===== config.mk =====
export PLATFORM = sky130hd
export DESIGN_NAME = fetch_top
export DESIGN_NICKNAME = d
export VERILOG_FILES = /design/src/verilog/rv32i_pkg.sv /design/src/verilog/mem_pkg.sv /design/src/verilog/mem_port_if.sv /design/src/verilog/fetch_unit.sv /design/src/verilog/icache.sv /design/src/verilog/cacheline_adapter.sv /design/src/verilog/inst_queue.sv /design/src/verilog/fetch_top.sv
export SDC_FILE = /design/constraint.sdc
export NUM_CORES = 2
export LEC_CHECK = 0
export BUFFER_PORTS_ARGS = -buffer_cell sky130_fd_sc_hd__buf_4
export CORE_ASPECT_RATIO = 2
export CORE_UTILIZATION = 30
export CTS_BUF_LIST = sky130_fd_sc_hd__clkbuf_16
export CTS_CLUSTER_SIZE = 10
export DETAILED_ROUTE_END_ITERATION = 12
export SYNTH_ARGS = -nofsm -noshare
export SYNTH_HDL_FRONTEND = slang
export SYNTH_MEMORY_MAX_BITS = 65536
export SYNTH_SLANG_ARGS = --single-unit

===== constraint.sdc =====
create_clock -name clk -period 54.7 [get_ports clk]
set_input_delay 13.675 -clock clk [delete_from_list [all_inputs] [get_ports clk]]
set_output_delay 13.675 -clock clk [all_outputs]
set_load 0.05 [all_outputs]

===== src/verilog/rv32i_pkg.sv =====
package rv32i_pkg;

    localparam int XLEN = 32;

    typedef logic [XLEN-1:0] inst_t;            // One fetched instruction word
    typedef logic [XLEN-1:0] addr_t;            // Byte address

    // Fetch starts here out of reset
    localparam addr_t RESET_PC = 32'h1eceb000;

    // Sequential fetch step
    localparam addr_t INST_BYTES = 32'd4;

endpackage : rv32i_pkg


===== src/verilog/mem_pkg.sv =====
package mem_pkg;

    localparam int BEAT_BITS        = 64;
    localparam int BEATS_PER_LINE   = 4;
    localparam int LINE_BITS        = BEAT_BITS * BEATS_PER_LINE;
    localparam int LINE_OFFSET_BITS = 5;                        // 32-byte lines
    localparam int WORD_SEL_BITS    = LINE_OFFSET_BITS - 2;     // 32-bit words per line

    typedef logic [BEAT_BITS-1:0] beat_t;           // One burst beat
    typedef logic [LINE_BITS-1:0] line_t;           // Whole cacheline

    // Address split
    typedef logic [WORD_SEL_BITS-1:0] word_sel_t;           // Word within a line
    typedef logic [31-LINE_OFFSET_BITS:0] line_addr_t;      // Line number, offset dropped

endpackage : mem_pkg


===== src/verilog/mem_port_if.sv =====
`timescale 1ns/1ps

interface mem_port_if #(
    parameter type data_t = rv32i_pkg::inst_t
);
    import rv32i_pkg::*;

    addr_t  addr;       // Valid with read
    logic   read;       // One-cycle request strobe
    data_t  rdata;      // Valid with resp
    logic   resp;       // One-cycle response strobe

    modport requester (
        output addr,
        output read,
        input  rdata,
        input  resp
    );

    modport responder (
        input  addr,
        input  read,
        output rdata,
        output resp
    );

endinterface : mem_port_if


===== src/verilog/fetch_unit.sv =====
`timescale 1ns/1ps

module fetch_unit #(
    parameter rv32i_pkg::addr_t RESET_PC = '0
) (
    input  logic            clk,
    input  logic            rst,

    mem_port_if.requester   fetch_port,

    input  logic            q_almost_full_i
);
    import rv32i_pkg::*;

    addr_t  pc;
    logic   pending;        // Request issued, response not yet seen
    logic   start;

    // A new request goes out as soon as nothing is in flight and the
    // queue can still take the word. The last free queue slot is kept
    // for the request that is already outstanding.
    assign start = !pending && !q_almost_full_i;

    assign fetch_port.read = start;
    assign fetch_port.addr = pc;

    always_ff @(posedge clk) begin
        if (rst) begin
            pc      <= RESET_PC;
            pending <= 1'b0;
        end else begin
            if (start) begin
                pending <= 1'b1;
            end else if (fetch_port.resp) begin
                pending <= 1'b0;
            end

            if (fetch_port.resp) begin
                pc <= pc + INST_BYTES;      // Strictly sequential
            end
        end
    end

endmodule : fetch_unit


===== src/verilog/icache.sv =====
`timescale 1ns/1ps

module icache #(
    parameter int NUM_SETS = 16
) (
    input  logic            clk,
    input  logic            rst,

    mem_port_if.responder   fetch_port,
    mem_port_if.requester   line_port
);
    import rv32i_pkg::*;
    import mem_pkg::*;

    localparam int INDEX_BITS = $clog2(NUM_SETS);
    localparam int TAG_BITS   = $bits(line_addr_t) - INDEX_BITS;

    typedef logic [INDEX_BITS-1:0] index_t;
    typedef logic [TAG_BITS-1:0]   tag_t;

    typedef enum logic [1:0] {
        IDLE,
        MISS_WAIT,
        RESPOND
    } state_t;

    state_t             state;
    logic [NUM_SETS-1:0] valid_q;
    tag_t               tag_q  [NUM_SETS];
    line_t              data_q [NUM_SETS];

    addr_t              req_addr;       // Address of the request in progress
    inst_t              rdata_q;
    logic               line_read_q;

    line_addr_t         lk_line, rq_line;
    index_t             lk_index, rq_index;
    tag_t               lk_tag, rq_tag;
    word_sel_t          lk_word, rq_word;
    logic               hit;
    logic               accept;
    logic               refill;

    function automatic inst_t pick_word(line_t line, word_sel_t sel);
        return line[32*int'(sel) +: 32];
    endfunction

    // Lookup on the incoming address
    assign lk_line  = fetch_port.addr[31:LINE_OFFSET_BITS];
    assign lk_index = lk_line[INDEX_BITS-1:0];
    assign lk_tag   = lk_line[$bits(line_addr_t)-1:INDEX_BITS];
    assign lk_word  = fetch_port.addr[LINE_OFFSET_BITS-1:2];

    // Same split on the latched address for the refill
    assign rq_line  = req_addr[31:LINE_OFFSET_BITS];
    assign rq_index = rq_line[INDEX_BITS-1:0];
    assign rq_tag   = rq_line[$bits(line_addr_t)-1:INDEX_BITS];
    assign rq_word  = req_addr[LINE_OFFSET_BITS-1:2];

    assign hit    = valid_q[lk_index] && (tag_q[lk_index] == lk_tag);
    assign accept = (state == IDLE) && fetch_port.read;
    assign refill = (state == MISS_WAIT) && line_port.resp;

    assign fetch_port.rdata = rdata_q;
    assign fetch_port.resp  = (state == RESPOND);
    assign line_port.read   = line_read_q;
    assign line_port.addr   = {rq_line, {LINE_OFFSET_BITS{1'b0}}};

    always_ff @(posedge clk) begin
        if (rst) begin
            state       <= IDLE;
            valid_q     <= '0;
            line_read_q <= 1'b0;
        end else begin
            line_read_q <= 1'b0;
            case (state)
                IDLE: begin
                    if (accept) begin
                        if (hit) begin
                            state <= RESPOND;
                        end else begin
                            line_read_q <= 1'b1;        // Line request next cycle
                            state       <= MISS_WAIT;
                        end
                    end
                end
                MISS_WAIT: begin
                    if (refill) begin
                        valid_q[rq_index] <= 1'b1;
                        state             <= RESPOND;
                    end
                end
                RESPOND: state <= IDLE;
                default: state <= IDLE;
            endcase
        end
    end

    always_ff @(posedge clk) begin
        if (accept) begin
            req_addr <= fetch_port.addr;
            rdata_q  <= pick_word(data_q[lk_index], lk_word);   // Only used on a hit
        end
        if (refill) begin
            data_q[rq_index] <= line_port.rdata;
            tag_q[rq_index]  <= rq_tag;
            rdata_q          <= pick_word(line_port.rdata, rq_word);
        end
    end

endmodule : icache


===== src/verilog/cacheline_adapter.sv =====
`timescale 1ns/1ps

module cacheline_adapter (
    input  logic                clk,
    input  logic                rst,

    mem_port_if.responder       line_port,

    output rv32i_pkg::addr_t    bmem_addr_o,
    output logic                bmem_read_o,
    input  logic                bmem_ready_i,

    input  rv32i_pkg::addr_t    bmem_raddr_i,
    input  mem_pkg::beat_t      bmem_rdata_i,
    input  logic                bmem_rvalid_i
);
    import rv32i_pkg::*;
    import mem_pkg::*;

    localparam int CNT_BITS = $clog2(BEATS_PER_LINE);

    addr_t              req_addr;
    line_addr_t         req_line;
    logic               req_pending;    // Line requested, burst not yet issued
    logic               busy;           // Burst issued, beats still due
    logic [CNT_BITS-1:0] beat_cnt;
    line_t              line_q;
    logic               resp_q;
    logic               beat_ok;
    logic               last_beat;

    assign req_line    = line_port.addr[31:LINE_OFFSET_BITS];
    assign bmem_read_o = req_pending && bmem_ready_i;
    assign bmem_addr_o = req_addr;

    // Beats for some other address are not ours
    assign beat_ok   = busy && bmem_rvalid_i && (bmem_raddr_i == req_addr);
    assign last_beat = beat_ok && (beat_cnt == CNT_BITS'(BEATS_PER_LINE - 1));

    assign line_port.rdata = line_q;
    assign line_port.resp  = resp_q;

    always_ff @(posedge clk) begin
        if (rst) begin
            req_pending <= 1'b0;
            busy        <= 1'b0;
            beat_cnt    <= '0;
            resp_q      <= 1'b0;
        end else begin
            resp_q <= last_beat;
            if (line_port.read) begin
                req_pending <= 1'b1;
            end else if (bmem_read_o) begin
                req_pending <= 1'b0;
            end
            if (bmem_read_o) begin
                busy     <= 1'b1;
                beat_cnt <= '0;
            end else if (beat_ok) begin
                busy     <= !last_beat;
                beat_cnt <= beat_cnt + 1'b1;
            end
        end
    end

    always_ff @(posedge clk) begin
        if (line_port.read) begin
            req_addr <= {req_line, {LINE_OFFSET_BITS{1'b0}}};
        end
        if (beat_ok) begin
            line_q <= {bmem_rdata_i, line_q[$bits(line_t)-1:$bits(beat_t)]};  // Lowest beat first
        end
    end

endmodule : cacheline_adapter


===== src/verilog/inst_queue.sv =====
`timescale 1ns/1ps

module inst_queue #(
    parameter type data_t      = rv32i_pkg::inst_t,
    parameter int  QUEUE_DEPTH = 16
) (
    input  logic    clk,
    input  logic    rst,

    input  data_t   wdata_i,
    input  logic    enqueue_i,

    output data_t   rdata_o,
    input  logic    dequeue_i,

    output logic    full_o,
    output logic    almost_full_o,
    output logic    empty_o
);
    localparam int PTR_BITS = $clog2(QUEUE_DEPTH);
    localparam int CNT_BITS = $clog2(QUEUE_DEPTH + 1);

    data_t               mem [QUEUE_DEPTH];
    logic [PTR_BITS-1:0] head, tail;
    logic [CNT_BITS-1:0] count;
    logic                do_enq, do_deq;

    assign do_enq = enqueue_i && !full_o;
    assign do_deq = dequeue_i && !empty_o;

    assign rdata_o       = mem[head];                               // Oldest entry
    assign full_o        = (count == CNT_BITS'(QUEUE_DEPTH));
    assign almost_full_o = (count >= CNT_BITS'(QUEUE_DEPTH - 1));   // One slot left
    assign empty_o       = (count == '0);

    always_ff @(posedge clk) begin
        if (rst) begin
            head  <= '0;
            tail  <= '0;
            count <= '0;
        end else begin
            if (do_enq) begin
                tail <= (tail == PTR_BITS'(QUEUE_DEPTH - 1)) ? '0 : tail + 1'b1;
            end
            if (do_deq) begin
                head <= (head == PTR_BITS'(QUEUE_DEPTH - 1)) ? '0 : head + 1'b1;
            end
            case ({do_enq, do_deq})
                2'b10:   count <= count + 1'b1;
                2'b01:   count <= count - 1'b1;
                default: count <= count;        // Both or neither
            endcase
        end
    end

    always_ff @(posedge clk) begin
        if (do_enq) begin
            mem[tail] <= wdata_i;
        end
    end

endmodule : inst_queue


===== src/verilog/fetch_top.sv =====
`timescale 1ns/1ps

module fetch_top #(
    parameter int               NUM_SETS    = 16,
    parameter int               QUEUE_DEPTH = 16,
    parameter rv32i_pkg::addr_t RESET_PC    = rv32i_pkg::RESET_PC
) (
    input  logic                clk,
    input  logic                rst,

    output rv32i_pkg::addr_t    bmem_addr_o,
    output logic                bmem_read_o,
    input  logic                bmem_ready_i,
    input  rv32i_pkg::addr_t    bmem_raddr_i,
    input  mem_pkg::beat_t      bmem_rdata_i,
    input  logic                bmem_rvalid_i,

    output rv32i_pkg::inst_t    inst_o,
    output logic                inst_valid_o,
    input  logic                deq_i
);
    import rv32i_pkg::*;
    import mem_pkg::*;

    logic q_almost_full;
    logic q_empty;

    mem_port_if #(.data_t(inst_t)) fetch_port ();
    mem_port_if #(.data_t(line_t)) line_port ();

    fetch_unit #(.RESET_PC(RESET_PC)) fetch_unit_i (
        .clk             (clk),
        .rst             (rst),
        .fetch_port      (fetch_port.requester),
        .q_almost_full_i (q_almost_full)
    );

    icache #(.NUM_SETS(NUM_SETS)) icache_i (
        .clk        (clk),
        .rst        (rst),
        .fetch_port (fetch_port.responder),
        .line_port  (line_port.requester)
    );

    cacheline_adapter cacheline_adapter_i (
        .clk           (clk),
        .rst           (rst),
        .line_port     (line_port.responder),
        .bmem_addr_o   (bmem_addr_o),
        .bmem_read_o   (bmem_read_o),
        .bmem_ready_i  (bmem_ready_i),
        .bmem_raddr_i  (bmem_raddr_i),
        .bmem_rdata_i  (bmem_rdata_i),
        .bmem_rvalid_i (bmem_rvalid_i)
    );

    // Cache responses go straight into the queue
    inst_queue #(.data_t(inst_t), .QUEUE_DEPTH(QUEUE_DEPTH)) inst_queue_i (
        .clk           (clk),
        .rst           (rst),
        .wdata_i       (fetch_port.rdata),
        .enqueue_i     (fetch_port.resp),
        .rdata_o       (inst_o),
        .dequeue_i     (deq_i),
        .full_o        (),
        .almost_full_o (q_almost_full),
        .empty_o       (q_empty)
    );

    assign inst_valid_o = !q_empty;

endmodule : fetch_top


== Yosys cells after proc, flatten, opt, wreduce, memory -nomap -nowiden ==
Memory sizes are Yosys's and may differ from the RTL's. A register that Yosys moved wholly into a read port is not among the register bits.
Index checks and enable logic that the tools add are counted.

* Add/sub/neg operators: 6
* Magnitude comparators: 4
* Eq/ne operators: 12
* Shifts and indexed selects: 2
* Muxes and demuxes: 30
* Bitwise operators: 3
* Reduce and logical (&&, ||, !) cells: 27

{| class="wikitable"
|+ Operators with widths
! operator !! count
|-
| $shiftx 256x9->32 || 2
|-
| $mux 32 || 2
|-
| $add 32x3->32 const B || 1
|-
| $eq 32x32->1 || 1
|-
| $mux 4 || 8
|-
| $eq 23x23->1 || 1
|-
| $or 16x16->16 || 1
|-
| $mux 1 || 13
|-
| $logic_and 1x1->1 || 11
|-
| $lt 4x5->1 const B || 2
|-
| $pmux 5 s2 || 1
|-
| $reduce_bool 2->1 || 5
|-
| $add 4x1->4 const B || 2
|-
| $eq 4x4->1 const B || 2
|-
| $eq 2x2->1 const B || 3
|-
| $mux 2 || 3
|-
| $add 5x1->5 const B || 1
|-
| $eq 5x5->1 const B || 1
|-
| $ge 5x4->1 const B || 1
|-
| $logic_not 1->1 || 5
|-
| $logic_not 5->1 || 1
|-
| $sub 5x1->5 const B || 1
|-
| $bmux 1 s4 || 1
|-
| $demux 1 s4 || 1
|-
| 10 further kinds || 14
|}

* Bits in registers: 417
* Memory bits (writable): 4976
* Input port bits: 101
* Memories: 3

{| class="wikitable"
|+ Memories
! memory !! depth !! bits a word !! rd ports !! clocked after Yosys merged registers in !! write ports !! RTL line !! RTL
|-
| icache_i.data_q || 16 || 256 || 1 || 1 || 1 || icache.sv:30 || <nowiki>line_t data_q [NUM_SETS];</nowiki>
|-
| inst_queue_i.mem || 16 || 32 || 1 || 1 || 1 || inst_queue.sv:23 || <nowiki>data_t mem [QUEUE_DEPTH];</nowiki>
|-
| icache_i.tag_q || 16 || 23 || 1 || 1 || 1 || icache.sv:29 || <nowiki>tag_t tag_q [NUM_SETS];</nowiki>
|}

== Longest topological paths before layout ==
* Depth in word-level cells: 6
* Gate-level depth with buffers: 13
* Gate-level depth less buffers: 12

== By module ==
A second synthesis with hierarchy kept.

* Cell total of the unflattened synthesis: 8277
* Area, all modules: 205263.1 um2

{| class="wikitable"
|+ By module, submodules not included
! module !! times used !! cells an instance !! area each (um2) !! sequential area each (um2)
|-
| icache || 1 || 6841 || 174521.1 || 136290.7
|-
| inst_queue || 1 || 915 || 20145.6 || 15715.1
|-
| cacheline_adapter || 1 || 352 || 9073.7 || 8598.2
|-
| fetch_unit || 1 || 168 || 1519.0 || 620.6
|-
| fetch_top || 1 || 1 || 3.8 || 0.0
|}

== Worst setup path after synthesis ==
OpenSTA, ideal clock, no wires.

* Path kind: input to register
* Start: input port bmem_raddr_i[16]
* End: register cacheline_adapter_i.busy
* Arrival time: 42206 ps
* Setup slack: 12360 ps
* Stages: 8
* Cell sequence: xnor2_1 -> nand2_1 -> nor3_1 -> nand4_1 -> nor4b_1 -> nand2_1 -> a21oi_1 -> nor2_1

* Word-level cells in the longest chain between the ends: 6

{| class="wikitable"
|+ Ends and longest elaborated chain
! element !! RTL line !! RTL
|-
| start: declaration || fetch_top.sv:14 || <nowiki>input rv32i_pkg::addr_t bmem_raddr_i,</nowiki>
|-
| $eq 32x32->1 (*) || cacheline_adapter.sv:37 || <nowiki>assign beat_ok = busy && bmem_rvalid_i && (bmem_raddr_i == req_addr);</nowiki>
|-
| $logic_and 1x1->1 (*) || cacheline_adapter.sv:37 ||
|-
| via cacheline_adapter_i.beat_ok || cacheline_adapter.sv:29 || <nowiki>logic beat_ok;</nowiki>
|-
| $logic_and 1x1->1 || cacheline_adapter.sv:38 || <nowiki>assign last_beat = beat_ok && (beat_cnt == CNT_BITS'(BEATS_PER_LINE - 1));</nowiki>
|-
| $logic_not 1->1 || cacheline_adapter.sv:60 || <nowiki>busy <= !last_beat;</nowiki>
|-
| $mux 1 || cacheline_adapter.sv:59 || <nowiki>end else if (beat_ok) begin</nowiki>
|-
| $mux 1 || cacheline_adapter.sv:56 || <nowiki>if (bmem_read_o) begin</nowiki>
|-
| end signal: assignment || cacheline_adapter.sv:60 ||
|-
| end: declaration || cacheline_adapter.sv:25 || <nowiki>logic busy;</nowiki>
|}

Mark *: on every way through the listed nets, which the timed path passes. The rest lies on a longest branch. The select of a mux whose other input is x is not followed.
A chain may end at the register's enable or synchronous reset.

== Worst setup path in the final report ==
* Start: input port bmem_ready_i
* End: output port bmem_read_o

* Word-level cells in the longest chain between the ends: 1

{| class="wikitable"
|+ Ends and longest elaborated chain
! element !! RTL line !! RTL
|-
| start: declaration || fetch_top.sv:13 || <nowiki>input logic bmem_ready_i,</nowiki>
|-
| $logic_and 1x1->1 || cacheline_adapter.sv:33 || <nowiki>assign bmem_read_o = req_pending && bmem_ready_i;</nowiki>
|-
| end: declaration || fetch_top.sv:12 || <nowiki>output logic bmem_read_o,</nowiki>
|}

Every way passes these cells.

==> flow_metrics.env <==
export IMPL_status="finished with violations"
export IMPL_violations="design-rule violations"
export IMPL_place_congestion=0.7616
export IMPL_placed_area_um2=217800
export IMPL_flow_area_growth_from_synthesis_pct=14.49
export IMPL_ys_flop_type="edfxtp_1"
export IMPL_rr_worst_depth=9
export IMPL_die_area_um2=686600
export IMPL_initial_core_util_pct=30.09
export IMPL_worstSetupPathType="input pin to output pin"
export IMPL_start_kind="input pin"
export IMPL_overflow=0
export IMPL_worstMarginPinSlew_ns=1.414
export IMPL_rows=429
export IMPL_antenna_found_initial=54
export IMPL_cts_buffers=645
export IMPL_coreArea_um2=681200
export IMPL_fin_area_um2=234600
export IMPL_min_path_cells=2
export IMPL_slew_violations=0
export IMPL_final_hold_viol_count=0
export IMPL_layout_drive_gt1_share_pct=31.35
export IMPL_power_density_nw_per_um2=34.96
export IMPL_dr_total_vias=90840
export IMPL_synth_edf_count=5321
export IMPL_reg2reg_setup_slack_ns=47.45
export IMPL_num_io_pins=167
export IMPL_vias_per_cell=5.074
export IMPL_fin_nets=8875
export IMPL_drc=46
export IMPL_min_path_type="flip-flop to flip-flop"
export IMPL_htreeDepth=6
export IMPL_dp_cells=17170
export IMPL_final_setup_viol_count=0
export IMPL_cts_sinks=5397
export IMPL_syn_inst=8146
export IMPL_min_period_ns=27.89
export IMPL_power_mw=8.202
export IMPL_grt_pass1_vias=98930
export IMPL_root_buffer="clkbuf_16"
export IMPL_preCtsSetupSlack_ns=26.82
export IMPL_synth_area_um2=204900
export IMPL_peakVddDrop_mv=0.02693
export IMPL_path_clk_slew_ns=0.05
export IMPL_relSlewSlack_pct=4.737
export IMPL_cts_buffer_depth=5
export IMPL_hpwl_mm=266.9
export IMPL_rr_endpoint="icache_i.fetch_port.rdata[24]"
export IMPL_p_leak_nw=69.20
export IMPL_seq_area_um2=161300
export IMPL_clock_skew_ns=0.1558
export IMPL_postSynthAreaPerCell_um2=25.16
export IMPL_firstDrtPassIters=10
export IMPL_avgRoutedWirePerCell_um=28.80
export IMPL_hp_start="icache_i.valid_q[13]"
export IMPL_layoutNonFillerInstCount=17900
export IMPL_io_buffers=161
export IMPL_yosys_cell_types_count=63
export IMPL_crit_fanout=4
export IMPL_rsz0062_at_grt="no"
export IMPL_die_h_mm=1.171
export IMPL_die_w_um=586.4
export IMPL_crit_required_ns=41.03
export IMPL_fillers=61790
export IMPL_ys_warn_count=0
export IMPL_drv_cap=0
export IMPL_hold_buffers=0
export IMPL_crit_arrival_ns=14.21
export IMPL_tns_ns=0
export IMPL_grt_pass1_wl_mm=735.4
export IMPL_ant_nets=0
export IMPL_ys_ff_latch=5397
export IMPL_clk_latency_ns=1.11
export IMPL_cts_tree="built"
export IMPL_grt_usage_pct=14.99
export IMPL_period_share_pct=50.98
export IMPL_setup_slack_ns=26.81
export IMPL_detail_route_iter0_violations=8516
export IMPL_async_flop_share_pct=0
export IMPL_clock_fmax_ghz=0.03586
export IMPL_post_cts_buffers=0
export IMPL_grt_max_degree=146
export IMPL_post_cts_resized=0
export IMPL_ys_seq_area_share_pct=78.71
export IMPL_drt_total_wl_mm=515.7
export IMPL_holdPathEnd="icache_i.valid_q[13]"
export IMPL_multi_input_area_um2=41750
export IMPL_end_kind="output pin"
[worst max-delay path, stage by stage]
cell    delay (ns)
buf_4         0.09
and2_1        0.21
buf_4         0.24
[metrics by stage]
stage               utilization (%)  hold WS (ns)
finish                        34.44        0.4681
floorplan                         -        0.4029
global route                  34.44        0.4871
global placement              31.97        0.4469
detailed placement            31.97        0.4624
CTS                           34.44        0.4722
[where the power goes]
part	total (mW)	switching [mW]	internal (mW)	leakage, nW
sequential	4.51	0.0146	4.50	48.4
clock	3.64	1.53	2.10	8.45
combinational	0.0533	0.0351	0.0181	12.4
total	8.20	1.58	6.62	69.2
[how the worst max path moves through the flow]
stage	from	endpoint	depth (start not counted)
finish	bmem_ready_i	bmem_read_o	3
global route	bmem_ready_i	bmem_read_o	3
CTS	bmem_ready_i	bmem_read_o	3
detailed placement	bmem_ready_i	bmem_read_o	3
global placement	bmem_ready_i	bmem_read_o	3
floorplan	bmem_raddr_i[16]	cacheline_adapter_i.busy	8
[kinds of logic (layout without fill, tap and decap cells)]
logic type,Yosys count,after routing,share of synthesized area [%]
and+or+nand+nor,319,319,0.7962
other,1,14,0.001830
buffers and inverters,438,1130,1.001
xor gates and xnor gates,84,84,0.3590
AOI/OAI and AO/OA,143,143,0.4451
muxes,1752,1752,18.61
DFF,5397,5397,78.71
adders and majority gates,12,12,0.07693
[Yosys cell counts (all sizes together), types with 2 or more instances]
| cell | instances | share of area [%] |
|---|---|---|
| edfxtp | 5321 | 78 |
| buf | 277 | 0.71 |
| nand3b | 4 | 0.015 |
| o21ai | 48 | 0.12 |
| nor4b | 6 | 0.026 |
| mux4 | 1642 | 18 |
| nor4bb | 3 | 0.015 |
| and2 | 21 | 0.064 |
| mux2i | 92 | 0.45 |
| a2bb2o | 2 | 0.0098 |
| a31oi | 5 | 0.015 |
| o21a | 2 | 0.0073 |
| o311ai | 2 | 0.0085 |
| nand2 | 56 | 0.10 |
| ha | 11 | 0.067 |
| clkbuf | 146 | 0.27 |
| o22ai | 5 | 0.015 |
| xor2 | 41 | 0.18 |
| nand4 | 17 | 0.052 |
| a21o | 2 | 0.0073 |
| xnor2 | 43 | 0.18 |
| a22oi | 38 | 0.14 |
| o211ai | 2 | 0.0073 |
| nand2b | 22 | 0.067 |
| nor2 | 100 | 0.18 |
| or3 | 12 | 0.037 |
| a211oi | 4 | 0.015 |
| nor4 | 10 | 0.031 |
| dfxtp | 76 | 0.74 |
| mux2 | 18 | 0.099 |
| and4 | 4 | 0.017 |
| nor3 | 25 | 0.061 |
| a21oi | 21 | 0.051 |
| nand4b | 2 | 0.0085 |
| nor2b | 7 | 0.021 |
| a22o | 5 | 0.021 |
| nor3b | 2 | 0.0073 |
| or4 | 2 | 0.0073 |
| and3 | 9 | 0.027 |
| nand3 | 11 | 0.027 |
| inv | 14 | 0.026 |
| or3b | 2 | 0.0085 |
[flip-flops by register name (all words and copies together), names as in the netlist, 2 cells and up, named ones only]
signal / flops
icache_i.req_addr: 30
inst_queue_i.mem: 512
inst_queue_i.count: 5
inst_queue_i.head: 4
inst_queue_i.tail: 4
cacheline_adapter_i.bmem_addr_o: 27
icache_i.valid_q: 16
cacheline_adapter_i.beat_cnt: 2
icache_i.data_q: 4096
icache_i.state: 2
icache_i.tag_q: 368
cacheline_adapter_i.line_port.rdata: 256
icache_i.fetch_port.rdata: 32
fetch_unit_i.fetch_port.addr: 30
[per-layer routing]
layer | track usage [%] | vias up | share of wire, %
met5 | 0 | - | 0.031
met4 | 5.211 | 26 | 3.2
li1 | - | 36260 | -
met1 | 18.18 | 50420 | 38
met2 | 27.07 | 3204 | 53
met3 | 2.077 | 934 | 5.5
[final cells by class]
class	instances	area share, %
diodes	9	0.009599
clock buffers	654	6.976
clock inverters	73	0.1931
inverters	15	0.02720
multi-input cells	2315	17.79
flip-flops and latches	5397	68.77
well taps	9051	4.827
repair buffers	388	1.407
[cells in the final DEF, fill, tap and decap left out, types with 10 or more instances in the layout]
cell / n
edfxtp_1: 5321
mux2_2: 18
nand3_1: 11
mux2i_1: 92
dfxtp_1: 65
o21ai_1: 15
buf_4: 357
inv_1: 62
nor4_1: 10
nand2b_1: 22
clkbuf_16: 654
or3_1: 12
ha_1: 11
buf_12: 31
nor2_4: 13
mux4_2: 1635
nand2_1: 55
a21oi_1: 21
nor2_1: 87
inv_6: 13
xor2_1: 41
and2_2: 17
o21ai_0: 29
a22oi_1: 38
nor3_1: 21
xnor2_1: 43
nand4_1: 17
Note: power is estimated with default switching activity, not from simulation.
